==> config.mk <==
export PLATFORM = sky130hd
export DESIGN_NAME = mem_wb_stage_flat
export DESIGN_NICKNAME = d
export VERILOG_FILES = /design/src/source/rv_isa_pkg.sv /design/src/source/otter_pipe_pkg.sv /design/src/source/dmem_if.sv /design/src/source/mem_wb_stage.sv /design/src/flat_wrapper.sv
export SDC_FILE = /design/constraint.sdc
export NUM_CORES = 1
export LEC_CHECK = 0
export BUFFER_PORTS_ARGS = -buffer_cell sky130_fd_sc_hd__buf_2
export CAP_MARGIN = 20
export CELL_PAD_IN_SITES_DETAIL_PLACEMENT = 0
export CELL_PAD_IN_SITES_GLOBAL_PLACEMENT = 1
export CORE_AREA = 4 4 119 121
export CTS_CLUSTER_DIAMETER = 80
export CTS_CLUSTER_SIZE = 28
export DETAILED_ROUTE_END_ITERATION = 16
export DIE_AREA = 0 0 123 125
export MAX_ROUTING_LAYER = met4
export PLACE_DENSITY_LB_ADDON = 0.1
export SYNTH_ARGS = -nofsm -noshare
export SYNTH_HDL_FRONTEND = slang
export SYNTH_SLANG_ARGS = --single-unit
==> constraint.sdc <==
create_clock -name CLOCK -period 2.3 [get_ports CLOCK]
set_input_delay 0.115 -clock CLOCK [delete_from_list [all_inputs] [get_ports CLOCK]]
set_output_delay 0.115 -clock CLOCK [all_outputs]
set_load 0.02 [all_outputs]
==> src/source/rv_isa_pkg.sv <==
package rv_isa_pkg;

    // Data path width
    localparam int XLEN = 32;

    // Raw instruction word and register number
    typedef logic [31:0] instr_t;
    typedef logic [4:0]  reg_idx_t;

    // Major opcodes of the kept subset
    // anything else in bits 6:0 decodes as a NOP
    typedef enum logic [6:0] {
        OPC_OP     = 7'b0110011,
        OPC_OP_IMM = 7'b0010011,
        OPC_LOAD   = 7'b0000011,
        OPC_STORE  = 7'b0100011,
        OPC_LUI    = 7'b0110111,
        OPC_AUIPC  = 7'b0010111
    } opcode_t;

    // funct3 codes, shared by OP and OP_IMM
    localparam logic [2:0] F3_ADD_SUB = 3'b000;
    localparam logic [2:0] F3_SLL     = 3'b001;
    localparam logic [2:0] F3_SLT     = 3'b010;
    localparam logic [2:0] F3_SLTU    = 3'b011;
    localparam logic [2:0] F3_XOR     = 3'b100;
    localparam logic [2:0] F3_SRL_SRA = 3'b101;
    localparam logic [2:0] F3_OR      = 3'b110;
    localparam logic [2:0] F3_AND     = 3'b111;

    // Instruction bit 30 (funct7[5]) selects SUB and SRA
    localparam int F7_ALT_BIT = 30;

    // ALU operations
    // Encoding is {alt bit, funct3}, pass-B sits in a free slot
    typedef enum logic [3:0] {
        ALU_ADD    = 4'b0000,
        ALU_SUB    = 4'b1000,
        ALU_SLL    = 4'b0001,
        ALU_SLT    = 4'b0010,
        ALU_SLTU   = 4'b0011,
        ALU_XOR    = 4'b0100,
        ALU_SRL    = 4'b0101,
        ALU_SRA    = 4'b1101,
        ALU_OR     = 4'b0110,
        ALU_AND    = 4'b0111,
        // Operand B straight through, for LUI
        ALU_PASS_B = 4'b1001
    } alu_op_t;

endpackage
==> src/source/otter_pipe_pkg.sv <==
package otter_pipe_pkg;
    import rv_isa_pkg::*;

    // One data word
    typedef logic [XLEN-1:0] word_t;

    // Memory sizes in words
    localparam int IMEM_WORDS = 256;
    localparam int DMEM_WORDS = 256;
    localparam int IMEM_AW    = $clog2(IMEM_WORDS);
    localparam int DMEM_AW    = $clog2(DMEM_WORDS);

    // Word indexes into the two RAMs
    typedef logic [IMEM_AW-1:0] imem_addr_t;
    typedef logic [DMEM_AW-1:0] dmem_addr_t;

    // IO window, everything from here up
    localparam word_t IO_BASE = 32'h1100_0000;

    // Writeback source
    typedef enum logic {
        WB_ALU  = 1'b0,
        WB_LOAD = 1'b1
    } wb_sel_t;

    ////////////////////////////////////////////////////////////////////
    // Pipeline registers
    ////////////////////////////////////////////////////////////////////

    // Fetch to decode
    typedef struct packed {
        logic   valid;
        word_t  pc;
        instr_t instr;
    } fetch_t;

    // Decode to execute, operands already selected
    typedef struct packed {
        logic     valid;
        alu_op_t  alu_op;
        word_t    op_a;
        word_t    op_b;
        word_t    store_data;
        reg_idx_t rd;
        logic     reg_write;
        logic     mem_write;
        logic     mem_read;
        wb_sel_t  wb_sel;
    } decode_t;

    // Execute to memory
    typedef struct packed {
        logic     valid;
        word_t    result;
        word_t    store_data;
        reg_idx_t rd;
        logic     reg_write;
        logic     mem_write;
        logic     mem_read;
        wb_sel_t  wb_sel;
    } exec_t;

    // Writeback into the register file
    typedef struct packed {
        logic     we;
        reg_idx_t rd;
        word_t    data;
    } rf_write_t;

endpackage

==> src/source/dmem_if.sv <==
interface dmem_if import otter_pipe_pkg::*; ();

    // Byte address, word aligned
    word_t addr;
    // Store data
    word_t wdata;
    // Write and read strobes, one cycle each
    logic  we;
    logic  re;
    // Read data, valid the cycle after re
    word_t rdata;

    // Memory-stage side
    modport requester (
        output addr, wdata, we, re,
        input  rdata
    );

    // RAM side
    modport memory (
        input  addr, wdata, we, re,
        output rdata
    );

endinterface

==> src/source/mem_wb_stage.sv <==
module mem_wb_stage import rv_isa_pkg::*, otter_pipe_pkg::*; (
    input  logic          CLOCK,
    input  logic          RESET,
    input  exec_t         exec_in,
    dmem_if.requester     dmem,
    input  word_t         iobus_in,
    output word_t         iobus_out,
    output word_t         iobus_addr,
    output logic          iobus_wr,
    output rf_write_t     rf_write
);

    ////////////////////////////////////////////////////////////////////
    // Memory stage
    ////////////////////////////////////////////////////////////////////

    // Single IO window compare
    logic is_io;
    assign is_io = (exec_in.result >= IO_BASE);

    // IO bus follows the memory-stage slot
    assign iobus_addr = exec_in.result;
    assign iobus_out  = exec_in.store_data;
    assign iobus_wr   = exec_in.valid && exec_in.mem_write && is_io;

    // Data RAM requests below the IO window
    assign dmem.addr  = exec_in.result;
    assign dmem.wdata = exec_in.store_data;
    assign dmem.we    = exec_in.valid && exec_in.mem_write && !is_io;
    assign dmem.re    = exec_in.valid && exec_in.mem_read && !is_io;

    // Memory register
    logic     wb_reg_write;
    reg_idx_t wb_rd;
    word_t    wb_result;
    wb_sel_t  wb_sel;
    logic     wb_io;
    word_t    wb_io_data;

    always_ff @(posedge CLOCK) begin
        wb_rd      <= exec_in.rd;
        wb_result  <= exec_in.result;
        wb_sel     <= exec_in.wb_sel;
        wb_io      <= is_io;
        // IO load data, sampled at end of memory stage
        wb_io_data <= iobus_in;
        if (RESET) begin
            wb_reg_write <= 1'b0;
        end else begin
            wb_reg_write <= exec_in.valid && exec_in.reg_write;
        end
    end

    // Writeback select, RAM data arrives this cycle
    assign rf_write.we   = wb_reg_write;
    assign rf_write.rd   = wb_rd;
    assign rf_write.data = (wb_sel == WB_LOAD) ? (wb_io ? wb_io_data : dmem.rdata)
                                               : wb_result;

endmodule

==> src/flat_wrapper.sv <==
// flat-port wrapper written by rule: the top's interface ports become plain ports
module mem_wb_stage_flat import rv_isa_pkg::*, otter_pipe_pkg::*;
  (CLOCK, RESET, exec_in, iobus_in, iobus_out, iobus_addr, iobus_wr, rf_write, dmem_addr, dmem_wdata, dmem_we, dmem_re, dmem_rdata);
  dmem_if dmem_i ();
  input  logic CLOCK;
  input  logic RESET;
  input  exec_t exec_in;
  input  word_t iobus_in;
  output word_t iobus_out;
  output word_t iobus_addr;
  output logic iobus_wr;
  output rf_write_t rf_write;
  output wire logic [$bits(dmem_i.addr)-1:0] dmem_addr;
  output wire logic [$bits(dmem_i.wdata)-1:0] dmem_wdata;
  output wire logic [$bits(dmem_i.we)-1:0] dmem_we;
  output wire logic [$bits(dmem_i.re)-1:0] dmem_re;
  input wire logic [$bits(dmem_i.rdata)-1:0] dmem_rdata;
  assign dmem_addr = dmem_i.addr;
  assign dmem_wdata = dmem_i.wdata;
  assign dmem_we = dmem_i.we;
  assign dmem_re = dmem_i.re;
  assign dmem_i.rdata = dmem_rdata;
  mem_wb_stage u_core (.CLOCK(CLOCK), .RESET(RESET), .exec_in(exec_in), .dmem(dmem_i), .iobus_in(iobus_in), .iobus_out(iobus_out), .iobus_addr(iobus_addr), .iobus_wr(iobus_wr), .rf_write(rf_write));
endmodule
==> results of run 1 <==
[cells by family after synthesis]
group,count (synthesis),synth area share (%)
buffers and inverters,140,32.7
AND/OR/NAND/NOR,41,5.12
multiplexers,32,10.2
flip-flops,72,46.0
AO/OA/AOI/OAI,35,5.92
[what timing repair did]
action	CTS	global route
hold buffers	72	0
hold endpoints to repair	71	0
gates resized for setup	0	0
[through the flow]
step                      std cells  hold WS [ns]  util [%]  instance area, sq um
after CTS                       659         0.230      34.3                  4480
after detailed placement        571         0.219      26.3                  3440
after floorplan                 320         0.143         -                  3130
after global placement          571         0.218      26.3                  3440
after global routing            659         0.230      34.3                  4480
[per-layer routing]
layer	global-route usage (%)
met1	11.2
met2	21.6
met3	4.43
met4	7.56
met5	-
==> flow_metrics.tcl, run 1 <==
set metrics [dict create \
    haltStage "detailed routing (5_2_route)" \
    root_buffer "clkbuf_16" \
    yosysSeqAreaShare_pct 46.0 \
    synth_top_area_share_pct 46.0 \
    grt_max_degree 39 \
    num_rows 42 \
    synth_area_sq_mm 0.00313 \
    synthTopCellsByCount "buf_4, dfxtp_1, a21oi_1, nor2_1, mux2i_1" \
    avgSynthCellArea_sq_um 9.78 \
    synthArstFlopShare_pct 0 \
    die_x_microns 123 \
    grt_antenna_before_repair 0 \
    place_ws_ns 0.820 \
    synth_edf_count 0 \
    place.gp.congestion 0.718 \
    io_buffers 212 \
    cts_buffers 9 \
    ios 309 \
    hpwlAfterDp_microns 7010 \
    yosysWarnings 0 \
    grt-ovfl-total 0 \
    cts.path.max_buffers 2 \
    outcome "stopped before the end" \
    chipHeight_microns 125 \
    post-cts-setup-buffers 0 \
    synth_cells 320 \
    yosysMostFrequentCell "buf_4" \
    cts-htree-levels 3 \
    synth_area_leaders "dfxtp_1, buf_4, mux2i_1" \
    grt_pass1_vias 2616 \
    grt_use_total_pct 12.3 \
    tool.error "[ERROR DRT-0255] Maze Route cannot find path of net exec_in[26] in worker of routeBox ( 96600 0 ) ( 123000 48300 )." \
    initial_core_util_pct 23.9 \
    synth_nets 460 \
    cts.sinks 72 \
    yosysUniqueCellTypes 13 \
    yosys_register_bits 72 \
    synth_top_area_cell "dfxtp_1" \
    grt_first_pass_wirelength_microns 13600 \
    synth_ff_type "dfxtp_1" \
]
==> inputs of run 2 (changes only) <==
--- a/config.mk
+++ b/config.mk
@@ -7,15 +7,10 @@
 export LEC_CHECK = 0
 export BUFFER_PORTS_ARGS = -buffer_cell sky130_fd_sc_hd__buf_2
 export CAP_MARGIN = 20
-export CELL_PAD_IN_SITES_DETAIL_PLACEMENT = 0
-export CELL_PAD_IN_SITES_GLOBAL_PLACEMENT = 1
 export CORE_AREA = 4 4 119 121
-export CTS_CLUSTER_DIAMETER = 80
-export CTS_CLUSTER_SIZE = 28
 export DETAILED_ROUTE_END_ITERATION = 16
 export DIE_AREA = 0 0 123 125
-export MAX_ROUTING_LAYER = met4
-export PLACE_DENSITY_LB_ADDON = 0.1
+export PLACE_DENSITY_LB_ADDON = 0.15
 export SYNTH_ARGS = -nofsm -noshare
 export SYNTH_HDL_FRONTEND = slang
 export SYNTH_SLANG_ARGS = --single-unit
==> run 2 against run 1 <==
- the run now ends clean
- synthesized cell count stayed put
- global-route usage is 1.2 points lower
- synthesized area stayed put
==> flow_metrics.tcl, run 2 <==
set metrics [dict create \
    hpwlAfterDp_microns 6660 \
    final_common_cell "buf_2" \
    grt_setup_unrepaired "false" \
    period_minus_slack_ns 1.86 \
    root_buffer "clkbuf_16" \
    grt.met3_usage_pct 5.78 \
    synth_area_sq_mm 0.00313 \
    yosysSeqAreaShare_pct 46.0 \
    synth_edf_count 0 \
    utilization_pct 34.1 \
    avgSynthCellArea_sq_um 9.78 \
    fin_ws_ns 0.437 \
    placedCellCount 570 \
    synthTopCellsByCount "buf_4, dfxtp_1, a21oi_1, nor2_1, mux2i_1" \
    synth_top_area_share_pct 46.0 \
    synth_ff_type "dfxtp_1" \
    grt_use_total_pct 11.2 \
    die_x_microns 123 \
    fin_crit_sh_pct 81.0 \
    place_ws_ns 0.740 \
    p_switching_uw 850 \
    cts_buffers 9 \
    grt_pass1_vias 2560 \
    place.gp.congestion 0.733 \
    synth_top_area_cell "dfxtp_1" \
    sw_frac_of_total_pct 25.8 \
    synthSimpleGateAreaFrac_pct 5.12 \
    max_freq_ghz 0.537 \
    antenna_left 0 \
    synthArstFlopShare_pct 0 \
    crit_path_end "rf_write[14]" \
    cp-startpoint "u_core.wb_io$_DFF_P_" \
    ios 309 \
    use_met1_pct 10.2 \
    drc_errors 0 \
    critPathKind "flop to output pin" \
    setup_viol 0 \
    clkPwrFrac_pct 42.4 \
    core_area_sq_mm 0.0131 \
    synth_area_leaders "dfxtp_1, buf_4, mux2i_1" \
    grt_antenna_before_repair 0 \
    cts_resized 0 \
    cts-htree-levels 3 \
    outcome "complete, no violations" \
    yosysMostFrequentCell "buf_4" \
    final_cell_count_no_fill 658 \
    met2_usage_pct 20.1 \
    power_frac_seq_pct 40.6 \
    vias 2473 \
    crit_fanout 22 \
    maxCapViolCount 0 \
    yosys-mux-area-fraction_pct 10.2 \
    end_kind "output pin" \
    chipHeight_microns 125 \
    synthAdderAreaFrac_pct 0 \
    multiInputGateArea_sq_um 666 \
    start_kind "flop" \
    layout-drive-gt1-share_pct 48.1 \
    grt_first_pass_wirelength_microns 12900 \
    post-cts-setup-buffers 0 \
    grt-ovfl-total 0 \
    reg_top3 "u_core.wb_io_data x32, u_core.wb_result x32, u_core.wb_rd x5" \
    power_uw 3300 \
    slew_headroom_pct 67.8 \
    synth_compound_area_share_pct 5.92 \
    nNetsFinal 617 \
    routed_wl_microns 8940 \
    antenna_cells 0 \
    synth_cells 320 \
    cts.path.max_buffers 2 \
    synth_nets 460 \
    drv_slew 0 \
    holdCritPathClass "input port to output pin" \
    cp.required_ns 2.18 \
    vias_per_cell 3.76 \
    worstPathArrival_ns 1.75 \
    synth_top_family_by_area "buffers and inverters" \
    yosys_register_bits 72 \
    yosysUniqueCellTypes 13 \
    num_rows 42 \
    p_comb_share_pct 17.0 \
    seqCellArea_sq_mm 0.00144 \
    worstMarginPinSlew_ns 0.477 \
    finalSetupTns_ns 0 \
    die-area_sq_mm 0.0154 \
    io_buffers 212 \
    layout_common_cells "buf_2, dlygate4sd3_1, dfxtp_1, nor2_1, a21oi_1" \
    dr.first_iter.drc_count 51 \
    synthXorXnorAreaFrac_pct 0 \
    firstDrtPassIters 3 \
    busiest_layer "met2" \
    leakagePower_uw 0.00234 \
    cts_tree "yes" \
    hold_violations 0 \
    post_drt_wl_per_cell_microns 13.6 \
    n_fill_cell 1337 \
    syn_to_final_growth_pct 42.4 \
    path_clk_slew_ns 0.06 \
    ir_drop_uv 590 \
    internal_power_uw 2450 \
    powerDensity_mw_per_mm2 740 \
    grt_max_degree 43 \
    yosysWarnings 0 \
    initial_core_util_pct 23.9 \
    cts.sinks 72 \
]
[run 2: routing by layer]
metal	wire length, microns	up-vias
li1	-	1226
met1	3040	1051
met2	4530	163
met3	1070	33
met4	298	0
met5	0	-
[run 2: per-stage QoR]
| stage | area [sq um] | hold WS, ns |
|---|---|---|
| floorplan | 3130 | 0.143 |
| global placement | 3430 | 0.218 |
| detailed placement | 3430 | 0.219 |
| CTS | 4460 | 0.230 |
| global route | 4460 | 0.230 |
| finish | 4460 | 0.230 |
[run 2: worst max-delay path, cell delays in order, from the launching register on]
cell     delay [ns]
dfxtp_2        0.58
buf_12         0.27
mux2i_1        0.30
a21oi_1        0.10
buf_2          0.16
[run 2: kinds of logic (layout without fill, tap and decap cells)]
group,Yosys count,count (layout)
compound gates,35,35
buf+inv,140,302
flops,72,72
mux,32,32
simple gates,41,41
[run 2: power groups by stage]
stage	clock network (uW)	registers, uW	logic (uW)
after floorplan	0	1360	482
after global placement	0	1370	475
after detailed placement	0	1370	474
after CTS	1460	1340	568
after global routing	1510	1350	605
final	1400	1340	560
[run 2: worst min path at each step]
stage | startpoint | cells past startpoint | to
global route | exec_in[16] | 0 | dmem_wdata[7]
detailed placement | exec_in[7] | 1 | u_core.wb_rd[3]$_DFF_P_
global placement | exec_in[8] | 1 | u_core.wb_rd[4]$_DFF_P_
CTS | exec_in[37] | 0 | dmem_wdata[28]
finish | exec_in[38] | 0 | dmem_wdata[29]
floorplan | iobus_in[0] | 0 | u_core.wb_io_data[0]$_DFF_P_
[run 2: timing repair]
action / 4_1_cts / 5_1_grt
setup endpoints to repair: 0 / 0
hold buffers: 72 / 0
hold endpoints to repair: 71 / 0
[run 2: layout make-up]
| cell class | count | share of cell area [%] |
|---|---|---|
| Timing Repair Buffer | 286 | 40.9 |
| Sequential cell | 72 | 32.4 |
| Multi-Input combinational cell | 108 | 14.9 |
| Clock buffer | 10 | 5.36 |
| Tap cell | 176 | 4.94 |
| Clock inverter | 6 | 1.54 |
Note: power is estimated with default switching activity, not from simulation.
==> inputs of run 3 (changes only) <==
--- a/config.mk
+++ b/config.mk
@@ -7,9 +7,9 @@
 export LEC_CHECK = 0
 export BUFFER_PORTS_ARGS = -buffer_cell sky130_fd_sc_hd__buf_2
 export CAP_MARGIN = 20
-export CORE_AREA = 4 4 119 121
+export CORE_AREA = 4 4 117 119
 export DETAILED_ROUTE_END_ITERATION = 16
-export DIE_AREA = 0 0 123 125
+export DIE_AREA = 0 0 121 123
 export PLACE_DENSITY_LB_ADDON = 0.15
 export SYNTH_ARGS = -nofsm -noshare
 export SYNTH_HDL_FRONTEND = slang
==> constraint.sdc (replaced) <==
create_clock -name CLOCK -period 1.8 [get_ports CLOCK]
set_input_delay 0.09 -clock CLOCK [delete_from_list [all_inputs] [get_ports CLOCK]]
set_output_delay 0.09 -clock CLOCK [all_outputs]
set_load 0.02 [all_outputs]
==> run 3 against run 2 <==
- via count fell by 0.24%
- final area rose by 0.39%
- first-iteration DRC count fell by 22%
- largest cell class unchanged
- highest routed layer unchanged
- worst hold slack got worse by 0.050 ns
- non-clock buffer count rose by 2
==> flow_metrics.tcl, run 3 (same netlist as run 2, synthesis figures left out) <==
set metrics [dict create \
    antenna_cells 0 \
    ios 309 \
    grt_antenna_before_repair 0 \
    io_buffers 212 \
    post_drt_wl_per_cell_microns 14.3 \
    antenna_left 0 \
    end_kind "output pin" \
    holdCritPathClass "input port to output pin" \
    maxCapViolCount 0 \
    place.gp.congestion 0.701 \
    drc_errors 0 \
    firstDrtPassIters 4 \
    period_minus_slack_ns 1.71 \
    nNetsFinal 619 \
    max_freq_ghz 0.583 \
    cts.sinks 72 \
    crit_fanout 5 \
    grt-ovfl-total 0 \
    start_kind "input port" \
    finalSetupTns_ns 0 \
    grt_max_degree 35 \
    grt_setup_unrepaired "false" \
    hold_violations 0 \
    vias 2467 \
    worstMarginPinSlew_ns 0.442 \
    design_area_sq_mm 0.00448 \
    syn_to_final_growth_pct 43.0 \
    powerDensity_mw_per_mm2 982 \
    drv_slew 0 \
    cts-htree-levels 3 \
    min_to "dmem_wdata[22]" \
    grt_pass1_vias 2607 \
    initial_core_util_pct 24.9 \
    outcome "complete, no violations" \
    hpwlAfterDp_microns 6860 \
    vias_per_cell 3.76 \
    setup_viol 0 \
    hp-start "exec_in[31]" \
    grt_first_pass_wirelength_microns 13600 \
    cts_tree "yes" \
    routed_wl_microns 9380 \
    dr.first_iter.drc_count 40 \
    post-cts-setup-buffers 0 \
    whs_path_depth 0 \
    layout-drive-gt1-share_pct 48.3 \
    cp.required_ns 1.71 \
    final_common_cell "buf_2" \
    root_buffer "clkbuf_16" \
    cts.path.max_buffers 2 \
    grt_use_total_pct 12.2 \
    die-area_sq_mm 0.0149 \
    slew_headroom_pct 70.1 \
    leakagePower_uw 0.00235 \
    die_x_microns 121 \
    critPathKind "input port to output pin" \
    core_area_sq_mm 0.0126 \
    fin_crit_sh_pct 95.3 \
    layout_common_cells "buf_2, dlygate4sd3_1, dfxtp_1, nor2_1, a21oi_1" \
    num_rows 41 \
    cts_buffers 9 \
    reg_top3 "u_core.wb_io_data x32, u_core.wb_result x32, u_core.wb_rd x5" \
    ir_drop_uv 663 \
    chipHeight_microns 123 \
    place_area_sq_mm 0.00342 \
    worstPathArrival_ns 1.62 \
]
==> run 3: cell count changes in the layout (fill, tap and decap cells not counted), sizes merged <==
cell / before / now
clkinv: 4 / 1
clkbuf: 10 / 12
buf: 214 / 216
bufinv: 1 / 2
==> run 3: worst max-delay path by stage <==
stage                                from           end  slack, ns  cells past startpoint
floorplan           u_core.wb_sel$_DFF_P_  rf_write[10]       0.56                      4
global placement     u_core.wb_io$_DFF_P_  rf_write[31]       0.48                      4
detailed placement   u_core.wb_io$_DFF_P_  rf_write[18]       0.48                      4
CTS                           exec_in[67]       dmem_we       0.08                      5
global route                  exec_in[68]       dmem_we      0.003                      5
finish                        exec_in[67]       dmem_we       0.09                      5
==> run 3: area by class of cell <==
class	instances	area (sq um)
fillers	1267	8090
repair buffers	288	1810
flip-flops and latches	72	1440
multi-input cells	108	671
clock buffers	12	256
well taps	172	215
clock inverters	4	76.3
==> run 3: power by group <==
group | internal [uW] | total, uW | switching, uW
sequential | 1680 | 1700 | 21.3
combinational | 335 | 723 | 388
clock | 1290 | 1970 | 682
==> run 3: worst max-delay path, stage by stage <==
cell	delay, ns
dlygate4sd3_1	0.53
buf_2	0.15
o41a_1	0.45
nor3_1	0.20
buf_2	0.20
==> run 3: timing repair <==
item | CTS | global route
resized for setup | 0 | 2
hold buffers | 72 | 0
endpoints found under the hold margin | 71 | 0
setup endpoints to repair | 0 | 1
==> run 3: metal layers <==
layer	global-route usage [%]	part of all wire, %
met5	0	0
met4	4.67	2.2
met3	7.09	12
met2	22.3	52
met1	11.2	34
==> run 3: through the flow <==
stage | setup slack (ns) | std cells | hold slack [ns] | power, uW | utilization [%]
3_3_place_gp | 0.481 | 568 | 0.180 | 2350 | 27.2
6_report | 0.0851 | 656 | 0.180 | 4400 | 35.6
2_1_floorplan | 0.560 | 320 | 0.118 | 2350 | -
4_1_cts | 0.0802 | 656 | 0.180 | 4480 | 35.6
3_5_place_dp | 0.476 | 568 | 0.180 | 2350 | 27.2
5_1_grt | 0.00259 | 656 | 0.180 | 4610 | 35.6
